File: config.mk
export PLATFORM = sky130hd
export DESIGN_NAME = fu_writeback_lane_flat
export DESIGN_NICKNAME = d
export VERILOG_FILES = /design/src/logic/commit_pkg.sv /design/src/logic/commit_ifs.sv /design/src/logic/fu_writeback_lane.sv /design/src/flat_wrapper.sv
export SDC_FILE = /design/constraint.sdc
export NUM_CORES = 1
export LEC_CHECK = 0
export BUFFER_PORTS_ARGS = -buffer_cell sky130_fd_sc_hd__buf_2
export CORE_MARGIN = 2
export CORE_UTILIZATION = 43
export DETAILED_ROUTE_END_ITERATION = 8
export PLACE_DENSITY = 0.74
export SKIP_LAST_GASP = 1
export SYNTH_ARGS = -nofsm -noshare
export SYNTH_HDL_FRONTEND = slang
export SYNTH_SLANG_ARGS = --single-unit
File: constraint.sdc
create_clock -name CLK -period 0.8 [get_ports CLK]
set_clock_uncertainty 0.05 [all_clocks]
set_input_delay 0.16 -clock CLK [delete_from_list [all_inputs] [get_ports CLK]]
set_output_delay 0.16 -clock CLK [all_outputs]
set_load 0.03 [all_outputs]
File: src/logic/commit_pkg.sv
// Shared sizes and types for the retirement end of the OoO core
// Kinds, exception causes, result payload views and per-tag records

package commit_pkg;

  localparam int rob_depth = 8;  // Completion-buffer slots
  localparam int tag_w     = 3;  // Tag names one slot
  localparam int num_lanes = 4;  // FU result ports and lanes

  typedef enum logic [2:0] {
    alu, mul, div, load, store, branch, jump, ecall
  } kind_t;

  typedef enum logic [2:0] {
    none, mal_insn, mal_load, mal_store, env_call
  } cause_t;

  // One result word, read by kind
  typedef union packed {
    struct packed {
      logic [1:0]  pad;        // Unused in data view
      logic [31:0] word;       // Reg value, or ld/st address
    } data;
    struct packed {
      logic        taken;      // Resolved direction
      logic        predicted;  // Direction from the predictor
      logic [31:0] target;     // Resolved target
    } ctrl;
  } fu_payload_u;

  typedef struct packed {
    logic [tag_w-1:0] tag;
    kind_t            kind;
    logic [4:0]       rd;
    logic [31:0]      pc;
    logic [31:0]      wdata;
    cause_t           cause;
    logic [31:0]      badaddr;
    logic             taken;
    logic             mispredict;
    logic [31:0]      target;
  } wb_rec_t;

  // Kept per tag at dispatch
  typedef struct packed {
    kind_t       kind;
    logic [31:0] pc;
    logic [4:0]  rd;
  } rob_meta_t;

endpackage

File: src/logic/commit_ifs.sv
`timescale 1ns/100ps

// Internal links of the commit unit
// fu_issue_if carries a live result plus its metadata into a lane,
// wb_record_if carries the classified record into the completion buffer

interface fu_issue_if;
  logic                           valid;    // Result for a live tag
  logic [commit_pkg::tag_w-1:0]   tag;
  commit_pkg::rob_meta_t          meta;     // Kind, PC, rd stored at dispatch
  commit_pkg::fu_payload_u        payload;

  modport source (
    output valid, tag, meta, payload
  );

  modport sink (
    input valid, tag, meta, payload
  );
endinterface

interface wb_record_if;
  logic                  valid;  // One-cycle record strobe
  commit_pkg::wb_rec_t   rec;

  modport source (
    output valid, rec
  );

  modport sink (
    input valid, rec
  );
endinterface

File: src/logic/fu_writeback_lane.sv
`timescale 1ns/100ps

// One writeback lane: classifies a finished result and registers
// a record with cause, bad address and branch outcome

module fu_writeback_lane (
  input logic         CLK,
  input logic         nRST,
  fu_issue_if.sink    iss,
  wb_record_if.source wb
);

  commit_pkg::wb_rec_t rec_nxt;
  logic                is_ctrl;  // Branch or jump, ctrl view applies
  logic [31:0]         word;     // Data view
  logic [31:0]         target;   // Ctrl view

  assign is_ctrl = (iss.meta.kind == commit_pkg::branch) || (iss.meta.kind == commit_pkg::jump);
  assign word    = iss.payload.data.word;
  assign target  = iss.payload.ctrl.target;

  always_comb begin
    rec_nxt.tag        = iss.tag;
    rec_nxt.kind       = iss.meta.kind;
    rec_nxt.rd         = iss.meta.rd;
    rec_nxt.pc         = iss.meta.pc;
    rec_nxt.wdata      = (iss.meta.kind == commit_pkg::jump) ? iss.meta.pc + 32'd4 : word;
    rec_nxt.taken      = is_ctrl & iss.payload.ctrl.taken;
    rec_nxt.mispredict = is_ctrl & (iss.payload.ctrl.taken != iss.payload.ctrl.predicted);
    rec_nxt.target     = target;
    rec_nxt.cause      = commit_pkg::none;
    rec_nxt.badaddr    = '0;
    case (iss.meta.kind)
      commit_pkg::branch, commit_pkg::jump: begin
        rec_nxt.badaddr = target;  // Reported only for mal_insn
        if (target[1:0] != 2'b00)
          rec_nxt.cause = commit_pkg::mal_insn;
      end
      commit_pkg::load: begin
        rec_nxt.badaddr = word;
        if (word[1:0] != 2'b00)
          rec_nxt.cause = commit_pkg::mal_load;
      end
      commit_pkg::store: begin
        rec_nxt.badaddr = word;
        if (word[1:0] != 2'b00)
          rec_nxt.cause = commit_pkg::mal_store;
      end
      commit_pkg::ecall: rec_nxt.cause = commit_pkg::env_call;
      default: ;  // alu, mul, div never fault
    endcase
  end

  always_ff @(posedge CLK, negedge nRST) begin
    if (~nRST)
      wb.valid <= 1'b0;
    else
      wb.valid <= iss.valid;  // One-cycle strobe per result
  end

  always_ff @(posedge CLK) begin
    if (iss.valid)
      wb.rec <= rec_nxt;
  end

endmodule

File: src/flat_wrapper.sv
// flat-port wrapper written by rule: the top's interface ports become plain ports
module fu_writeback_lane_flat 
  (CLK, nRST, iss_valid, iss_tag, iss_meta, iss_payload, wb_valid, wb_rec);
  fu_issue_if iss_i ();
  wb_record_if wb_i ();
  input logic CLK;
  input logic nRST;
  input wire logic [$bits(iss_i.valid)-1:0] iss_valid;
  input wire logic [$bits(iss_i.tag)-1:0] iss_tag;
  input wire logic [$bits(iss_i.meta)-1:0] iss_meta;
  input wire logic [$bits(iss_i.payload)-1:0] iss_payload;
  output wire logic [$bits(wb_i.valid)-1:0] wb_valid;
  output wire logic [$bits(wb_i.rec)-1:0] wb_rec;
  assign iss_i.valid = iss_valid;
  assign iss_i.tag = iss_tag;
  assign iss_i.meta = iss_meta;
  assign iss_i.payload = iss_payload;
  assign wb_valid = wb_i.valid;
  assign wb_rec = wb_i.rec;
  fu_writeback_lane u_core (.CLK(CLK), .nRST(nRST), .iss(iss_i), .wb(wb_i));
endmodule
==> flow_summary.json, run 1 <==
{
  "slowest_delay_ns": 0.43,
  "io_buffers": 224,
  "pwr_density_cell_nw_per_um2": 2230,
  "drt-total-wl_um": 17500,
  "die_w_um": 118,
  "cp-start-kind": "flip-flop",
  "die_area_sq_um": 13800,
  "ctsLongestPathBuffers": 2,
  "final-setup-viol-count": 187,
  "dr.first_iter.drc_count": 225,
  "core_sq_um": 12600,
  "holdPathEnd": "u_core.wb.rec[106]",
  "power_mw": 22.5,
  "routedWlPerCell_um": 19.7,
  "p_leak_nw": 4.20,
  "syn_inst": 341,
  "antenna_left": 0,
  "remaining_drc_errors": 0,
  "busiest_layer": "met2",
  "violations": "hold timing, setup timing",
  "num-fill-cells": 694,
  "nets": 783,
  "rsz0062_at_grt": "yes",
  "ys_ff_latch": 145,
  "cts_buffers": 17,
  "globalRouteMet3Util_pct": 6.73,
  "antenna_found_initial": 1,
  "grtUsageTotal_pct": 24.2,
  "min_from": "iss_meta[10]",
  "cpLargestDelayFamily": "flip-flops",
  "cp.arrival_ns": 1.03,
  "grt_remaining_overflow": 0,
  "synth_area_leaders": "edfxtp_1 (78%), nor2b_1 (3.6%), xor2_1 (3.3%), nand2_1 (2.6%), o21ai_0 (1.6%)",
  "grt_pass1_wl_um": 25400,
  "min_path_cells": 2,
  "hold_slack_ns": -0.0224,
  "status": "finished, violations left",
  "maxSlewHeadroom_pct": 80.6,
  "cts_root_buf": "clkbuf_16",
  "synth_top_area_share_pct": 77.9,
  "worst_slew_pin_slew_ns": 0.288,
  "pre_cts_ws_ns": -0.918,
  "netlist_area_sq_um": 5550,
  "met2_usage_pct": 43.6,
  "cts.clk_slew.worst_paths_ns": 0.06,
  "period_share_pct": 155,
  "ir_drop_mv": 1.63,
  "hpwl_um": 9960,
  "required_ns": 0.59,
  "fmax_mhz": 808,
  "start_util_pct": 44.0,
  "path_class": "reg2out",
  "synth_nets": 422,
  "grt_pass1_vias": 4707,
  "met1_usage_pct": 26.1,
  "rows": 41,
  "htreeDepth": 4,
  "first_pass_iters": 6,
  "area_growth_pct": 81.7,
  "cp_max_fo": 1,
  "synth.largest_area_cell": "edfxtp_1",
  "yosys.cell_types.count": 26,
  "setup_ws_ns": -0.437,
  "cp.buffers_inverters": 1,
  "io_pins": 225,
  "grt_max_degree": 36,
  "maxCapViolations": 0,
  "ys.warnings.count": 0,
  "critPathLaunch": "u_core.wb.rec[129]",
  "cp-end-kind": "primary output",
  "hp-class": "in2reg",
  "finalSetupTns_ns": -62.38,
  "clock-sinks": 145,
  "cp_slowest_cell": "edfxtp_1",
  "die_y_um": 118,
  "avgSynthCellArea_sq_um": 16.3,
  "via_count": 4384,
  "cts_tree": "built",
  "drive_gt1_share_pct": 54.3,
  "crit_chain": "buf_6",
  "yosysSeqAreaShare_pct": 78.3,
  "finalHoldViolations": 13,
  "via_per_inst": 4.94,
  "slew_violations": 0,
  "gp_congestion": 0.850,
  "period_needed_ns": 1.24
}
power by group:
group	switching (mW)	internal, mW
Combinational	2.39	2.01
Sequential	0.332	9.11
Clock	3.14	5.52
Total	5.86	16.6
layer usage:
metal | vias up | share of wire [%]
li1 | 1989 | -
met1 | 2158 | 37
met2 | 195 | 55
met3 | 42 | 4.9
met4 | 0 | 3.7
met5 | - | 0
cell families (layout without fill, tap and decap cells):
family / Yosys count / in the layout / synth area share (%)
compound gates: 30 / 30 / 2.77
xor+xnor: 31 / 31 / 4.89
fa+ha+maj: 1 / 1 / 0.225
buf+inv: 12 / 386 / 0.811
flops: 145 / 145 / 78.3
mux: 3 / 3 / 0.608
other cells: 0 / 1 / 0
simple gates: 119 / 119 / 12.4
how the worst max path moves through the flow:
stage | end | cells after the start | slack (ns)
floorplan | u_core.wb.rec[96] | 5 | -0.57
global placement | u_core.wb.rec[96] | 8 | -0.91
detailed placement | u_core.wb.rec[96] | 8 | -0.92
CTS | wb_rec[65] | 1 | -0.42
global route | u_core.wb.rec[90] | 8 | -0.50
finish | wb_rec[129] | 1 | -0.44
metrics by stage:
stage | cell area [sq um] | util, % | instances
CTS | 9780 | 77.5 | 880
finish | 10100 | 80.0 | 888
global route | 10100 | 80.0 | 888
global placement | 7490 | 59.3 | 792
floorplan | 5700 | - | 341
detailed placement | 7490 | 59.3 | 792
timing repair:
action,4_1_cts,5_1_grt
setup endpoints to repair,172,181
cloned,0,3
resized for setup,339,52
hold buffers,53,1
buffers inserted,3,6
endpoints found under the hold margin,72,15
pin swaps,23,31
synthesized netlist by cell type:
library cell  count
nor4_4            3
and3_2            2
o21ai_1          10
nor2_1           11
nand4_1           6
ha_1              1
and4_2            1
a21oi_1           1
edfxtp_1        144
o21ai_0          18
nand3b_1          1
and2_1            1
inv_1             2
nand3_1          14
mux2_2            3
nand2_1          38
dfrtp_1           1
and3_1            7
nand4_4           1
nand3_4           1
o21ai_2           1
xor2_1           21
nor2b_1          32
xnor2_1          10
nor3_2            1
clkbuf_1         10
cell usage in the layout (no fill, tap or decap), types with 3 or more instances in the layout:
cell type / n
and3_1: 5
buf_12: 7
buf_2: 65
buf_4: 57
buf_6: 164
buf_8: 5
bufinv_16: 5
clkbuf_16: 20
clkinvlp_4: 3
dlygate4sd3_1: 47
dlymetal6s4s_1: 4
edfxtp_1: 144
nand2_1: 29
nand2_2: 5
nand2_4: 4
nand3_1: 5
nand3_2: 8
nand4_1: 6
nor2_1: 6
nor2_4: 5
nor2b_1: 29
nor4_4: 3
o21ai_1: 24
o21ai_2: 4
xnor2_2: 8
xor2_1: 17
sequential cells by signal, indices dropped and copies added (netlist names):
name and cells:
u_core.wb.valid 1, u_core.wb.rec 144
final cells by class:
type | count | area [sq um] | area share, %
antenna | 1 | 2.50 | 0.0248
timing repair buffer | 352 | 3410 | 33.8
sequential | 145 | 4350 | 43.1
inverter | 2 | 7.51 | 0.0744
multi-input combinational | 184 | 1460 | 14.5
clock buffer | 18 | 429 | 4.25
tap | 172 | 215 | 2.13
clock inverter | 14 | 213 | 2.11
(Power assumes the default switching activity.)
==> inputs of run 2 (changes only) <==
- CORE_UTILIZATION: 43 -> 48
- PLACE_DENSITY: 0.74 -> 0.79
- RECOVER_POWER: unset -> 50
- clock period: 0.8 -> 1.2 ns (I/O delays scaled with it)
==> run 2 against run 1 <==
  * Clock-buffer cell count is 1 lower
  * Die area is 10% lower
  * Critical path type unchanged
  * Sequential share of layout area is 3.3 points higher
  * Final area is 7.1% lower
  * Critical endpoint is now wb_rec[134]
  * Flip-flop and latch count stayed put
  * Power is 39% lower
  * Largest power group unchanged
  * Core utilization is 2.5 points higher
  * Non-clock buffer count is 19 lower
  * Combinational power is 38% lower
  * Cell count is 5.5% lower
  * The run ends with setup timing left
  * Routed wire length is 5.1% lower
  * Critical path depth stayed put
==> flow_summary.json, run 2 (synthesis results as in run 1) <==
{
  "io_buffers": 224,
  "violations": "setup timing",
  "status": "finished, violations left",
  "area_growth_pct": 68.8,
  "slew_violations": 0,
  "antenna_left": 0,
  "grt_pass1_vias": 4682,
  "period_share_pct": 107,
  "pre_cts_ws_ns": -0.478,
  "cp.arrival_ns": 1.00,
  "grt_pass1_wl_um": 24900,
  "place_inst": 757,
  "die_y_um": 112,
  "io_pins": 225,
  "pwr_density_cell_nw_per_um2": 1460,
  "grt_remaining_overflow": 0,
  "core_sq_um": 11400,
  "grt_max_degree": 31,
  "drive_gt1_share_pct": 45.5,
  "drt-total-wl_um": 16600,
  "antenna_found_initial": 1,
  "grtUsageTotal_pct": 26.4,
  "final-setup-viol-count": 151,
  "maxSlewHeadroom_pct": 56.0,
  "cp.depth": 1,
  "slowest_delay_ns": 0.42,
  "first_pass_iters": 4,
  "routedWlPerCell_um": 19.7,
  "hp-class": "in2reg",
  "htreeDepth": 4,
  "remaining_drc_errors": 0,
  "cpLargestDelayFamily": "flip-flops",
  "start_util_pct": 48.8,
  "path_class": "reg2out",
  "route.met3.wl_um": 1320,
  "critPathLaunch": "u_core.wb.rec[134]",
  "crit_chain": "buf_6",
  "final_core_util_pct": 82.4,
  "largest_register_ffs": 144,
  "ir_drop_mv": 0.976,
  "die_area_sq_um": 12400,
  "hold_slack_ns": 0.0527,
  "routed.top_layer": "met4",
  "placed_area_sq_um": 7430,
  "p_leak_nw": 3.82,
  "via_count": 4327,
  "stdcell_count": 839,
  "nets": 764,
  "top_register": "u_core.wb.rec",
  "ctsLongestPathBuffers": 2,
  "largestRegisters": "u_core.wb.rec x144, u_core.wb.valid x1",
  "cts_buffers": 17,
  "layout_commonest_cell": "buf_6",
  "num-fill-cells": 571,
  "cts_root_buf": "clkbuf_16",
  "dr.first_iter.drc_count": 255,
  "worst_slew_pin_slew_ns": 0.659,
  "design_area_sq_um": 9370,
  "rows": 39,
  "finalHoldViolations": 0,
  "layout_common_cells": "buf_6 (158), edfxtp_1 (144), buf_2 (61)",
  "cp-end-kind": "primary output",
  "die_w_um": 112,
  "cp_slowest_cell": "edfxtp_1",
  "cp-start-kind": "flip-flop",
  "hpwl_um": 9550,
  "cp.buffers_inverters": 1,
  "rsz0062_at_grt": "yes",
  "wl_met2_um": 9240,
  "cts.clk_slew.worst_paths_ns": 0.06,
  "required_ns": 0.91,
  "setup_ws_ns": -0.0890,
  "endpoint": "wb_rec[134]",
  "clock-sinks": 145,
  "maxCapViolations": 0,
  "cts_tree": "built",
  "fmax_mhz": 776,
  "period_needed_ns": 1.29,
  "wl_met1_um": 5520,
  "gp_congestion": 0.804,
  "via_per_inst": 5.16,
  "cp_max_fo": 1
}
run 2: cell count changes in the layout (fill, tap and decap cells not counted), moves of 5 or more:
cell / change
buf_6: -6
xnor2_2: -7
nand2_1: +7
buf_4: -32
bufinv_16: -5
clkbuf_2: +6
clkbuf_1: +25
o21ai_1: -12
nand2_2: -5
xnor2_1: +7
o21ai_0: +15
run 2: where the power goes:
group	internal [mW]	switching (mW)	total, mW
clock network	2.62	2.07	4.68
logic	1.20	1.53	2.74
registers	6.08	0.227	6.30
run 2: cell type report:
type	instances	area [sq um]	area share (%)
clock buffer	17	425	4.54
tap	143	179	1.91
antenna	1	2.50	0.0267
multi-input combinational	184	1300	13.8
sequential	145	4350	46.4
clock inverter	14	93.8	1.00
timing repair buffer	333	3020	32.2
inverter	2	7.51	0.0801
run 2: worst min path at each step:
stage	slack (ns)	endpoint	start	depth (start not counted)
after CTS	0.0003	u_core.wb.rec[11]	iss_payload[11]	1
after detailed placement	-0.03	u_core.wb.valid	nRST	1
after floorplan	-0.11	u_core.wb.valid	nRST	0
after global placement	-0.04	u_core.wb.valid	nRST	1
final	0.05	u_core.wb.rec[127]	iss_meta[31]	1
after global routing	0.04	u_core.wb.rec[127]	iss_meta[31]	1
run 2: repair_timing:
item                       4_1_cts  5_1_grt
pin swaps                        1       16
setup endpoints to repair      160      163
hold buffers                    47        0
resized for setup              296       39
hold endpoints to repair        47        0
buffers inserted                 0        3
run 2: routing by layer:
| layer | GRT usage, % | vias up |
|---|---|---|
| li1 | - | 1949 |
| met3 | 7.35 | 38 |
| met1 | 28.6 | 2071 |
| met5 | 0 | - |
| met4 | 11.7 | 0 |
| met2 | 48.5 | 269 |
run 2: per-stage QoR:
stage	setup TNS (ns)	power [mW]
6_report	-6.20	13.7
5_1_grt	-11.59	14.1
4_1_cts	-7.72	13.7
3_5_place_dp	-14.31	8.38
3_3_place_gp	-13.37	8.33
2_1_floorplan	-3.75	7.42
==> inputs of run 3 (changes only) <==
- clock period: 1.2 -> 1.4 ns (I/O delays scaled with it)
==> run 3 against run 2 <==
  * The flow now finishes without violations
  * Clock power increased by 6.0%
  * Combinational power is 35% lower
  * Sequential share of layout area is 7.9 points higher
  * Core utilization down 12 points
  * Hold slack worse by 0.0023 ns
  * Die area stayed put
  * Via count is 8.2% lower
  * Sequential power fell by 16%
  * Clock-buffer cell count rose by 5
  * Final area shrank 14%
  * First-iteration DRC count is 17% higher
  * Non-clock buffer count fell by 37
==> flow_summary.json, run 3 (synthesis results as in run 1) <==
{
  "status": "finished clean",
  "p_leak_nw": 3.25,
  "via_count": 3971,
  "cp-start-kind": "flip-flop",
  "cp.arrival_ns": 1.00,
  "nets": 727,
  "largest_register_ffs": 144,
  "power_mw": 12.0,
  "worst_slew_pin_slew_ns": 0.568,
  "grt_pass1_vias": 3936,
  "maxCapViolations": 0,
  "final_core_util_pct": 70.5,
  "antenna_left": 0,
  "grtUsageTotal_pct": 22.1,
  "slowest_delay_ns": 0.40,
  "io_buffers": 224,
  "path_class": "reg2out",
  "ctsLongestPathBuffers": 2,
  "io_pins": 225,
  "hp-class": "in2reg",
  "stdcell_count": 802,
  "finalHoldViolations": 0,
  "cpLargestDelayFamily": "flip-flops",
  "required_ns": 1.07,
  "first_pass_iters": 5,
  "antenna_found_initial": 0,
  "top_register": "u_core.wb.rec",
  "multi_input_area_sq_um": 1200,
  "cts.clk_slew.worst_paths_ns": 0.06,
  "die_w_um": 112,
  "hpwl_um": 9780,
  "diodes": 0,
  "period_needed_ns": 1.33,
  "place_inst": 753,
  "grt_pass1_wl_um": 20800,
  "min_path_cells": 1,
  "cp_max_fo": 1,
  "num-fill-cells": 814,
  "design_area_sq_um": 8020,
  "slew_violations": 0,
  "fmax_mhz": 750,
  "cp.buffers_inverters": 1,
  "placed_area_sq_um": 7350,
  "layout_commonest_cell": "buf_2",
  "cts_root_buf": "clkbuf_16",
  "area_growth_pct": 44.4,
  "die_y_um": 112,
  "period_share_pct": 95.2,
  "drive_gt1_share_pct": 40.7,
  "hold_slack_ns": 0.0504,
  "grt_max_degree": 37,
  "drt-total-wl_um": 13700,
  "start_util_pct": 48.8,
  "layout_common_cells": "buf_2 (189), edfxtp_1 (144), clkbuf_1 (59)",
  "final-setup-viol-count": 0,
  "die_area_sq_um": 12400,
  "clock-sinks": 145,
  "pwr_density_cell_nw_per_um2": 1500,
  "dr.first_iter.drc_count": 299,
  "remaining_drc_errors": 0,
  "rows": 39,
  "routedWlPerCell_um": 17.1,
  "cp_slowest_cell": "edfxtp_1",
  "maxSlewHeadroom_pct": 62.1,
  "cts_buffers": 17,
  "grt_remaining_overflow": 0,
  "seqCellArea_sq_um": 4350,
  "largestRegisters": "u_core.wb.rec x144, u_core.wb.valid x1",
  "via_per_inst": 4.95,
  "htreeDepth": 4,
  "cp-end-kind": "primary output",
  "ir_drop_mv": 1.34,
  "crit_chain": "buf_2",
  "gp_congestion": 0.784,
  "cts_tree": "built",
  "cp.depth": 1,
  "rsz0062_at_grt": "yes",
  "core_sq_um": 11400
}
-- run 3: changes by cell type in the layout (fill, tap and decap cells not counted), sizes merged --
cell	previous run	this run
dlygate4sd3	47	17
diode	1	0
buf	251	216
bufinv	0	5
inv	4	2
clkinv	9	5
clkbuf	52	85
clkinvlp	3	0
-- run 3: path summary, 6_finish.rpt --
path,from,end,slack [ns]
min in group asynchronous,nRST,u_core.wb.valid,0.14
max in group asynchronous,nRST,u_core.wb.valid,1.05
hold / removal,iss_payload[3],u_core.wb.rec[3],0.05
setup / recovery,u_core.wb.rec[96],wb_rec[96],0.07
-- run 3: layout make-up --
type / count / area share [%]
clock buffers: 22 / 5.92
clock inverters: 10 / 2.28
inverters: 2 / 0.0936
multi-input cells: 184 / 15.0
flip-flops and latches: 145 / 54.3
well taps: 143 / 2.23
repair buffers: 296 / 20.2
-- run 3: per-stage QoR --
stage,TNS [ns],worst slack [ns]
after floorplan,-0.568,-0.0891
after global placement,-5.21,-0.301
after detailed placement,-6.02,-0.353
after CTS,0,0.0308
after global routing,-0.0144,-0.0116
final,0,0.0673
-- run 3: routing by layer --
metal	vias up	global-route usage, %	part of all wire (%)
met5	-	0	0
met1	1914	26.0	39
li1	1876	-	-
met2	162	38.0	53
met4	0	7.74	1.6
met3	19	7.51	6.8
-- run 3: repair_timing --
item / CTS / global route
setup endpoints to repair: 0 / 1
hold endpoints to repair: 17 / 0
setup buffers: 0 / 0
hold buffers: 17 / 0
resized for setup: 0 / 1
-- run 3: report_power, final --
group | switching (mW) | internal, mW | total [mW] | leakage (nW)
Clock | 1.66 | 3.30 | 4.96 | 0.324
Sequential | 0.0962 | 5.20 | 5.29 | 1.41
Combinational | 1.25 | 0.513 | 1.77 | 1.51
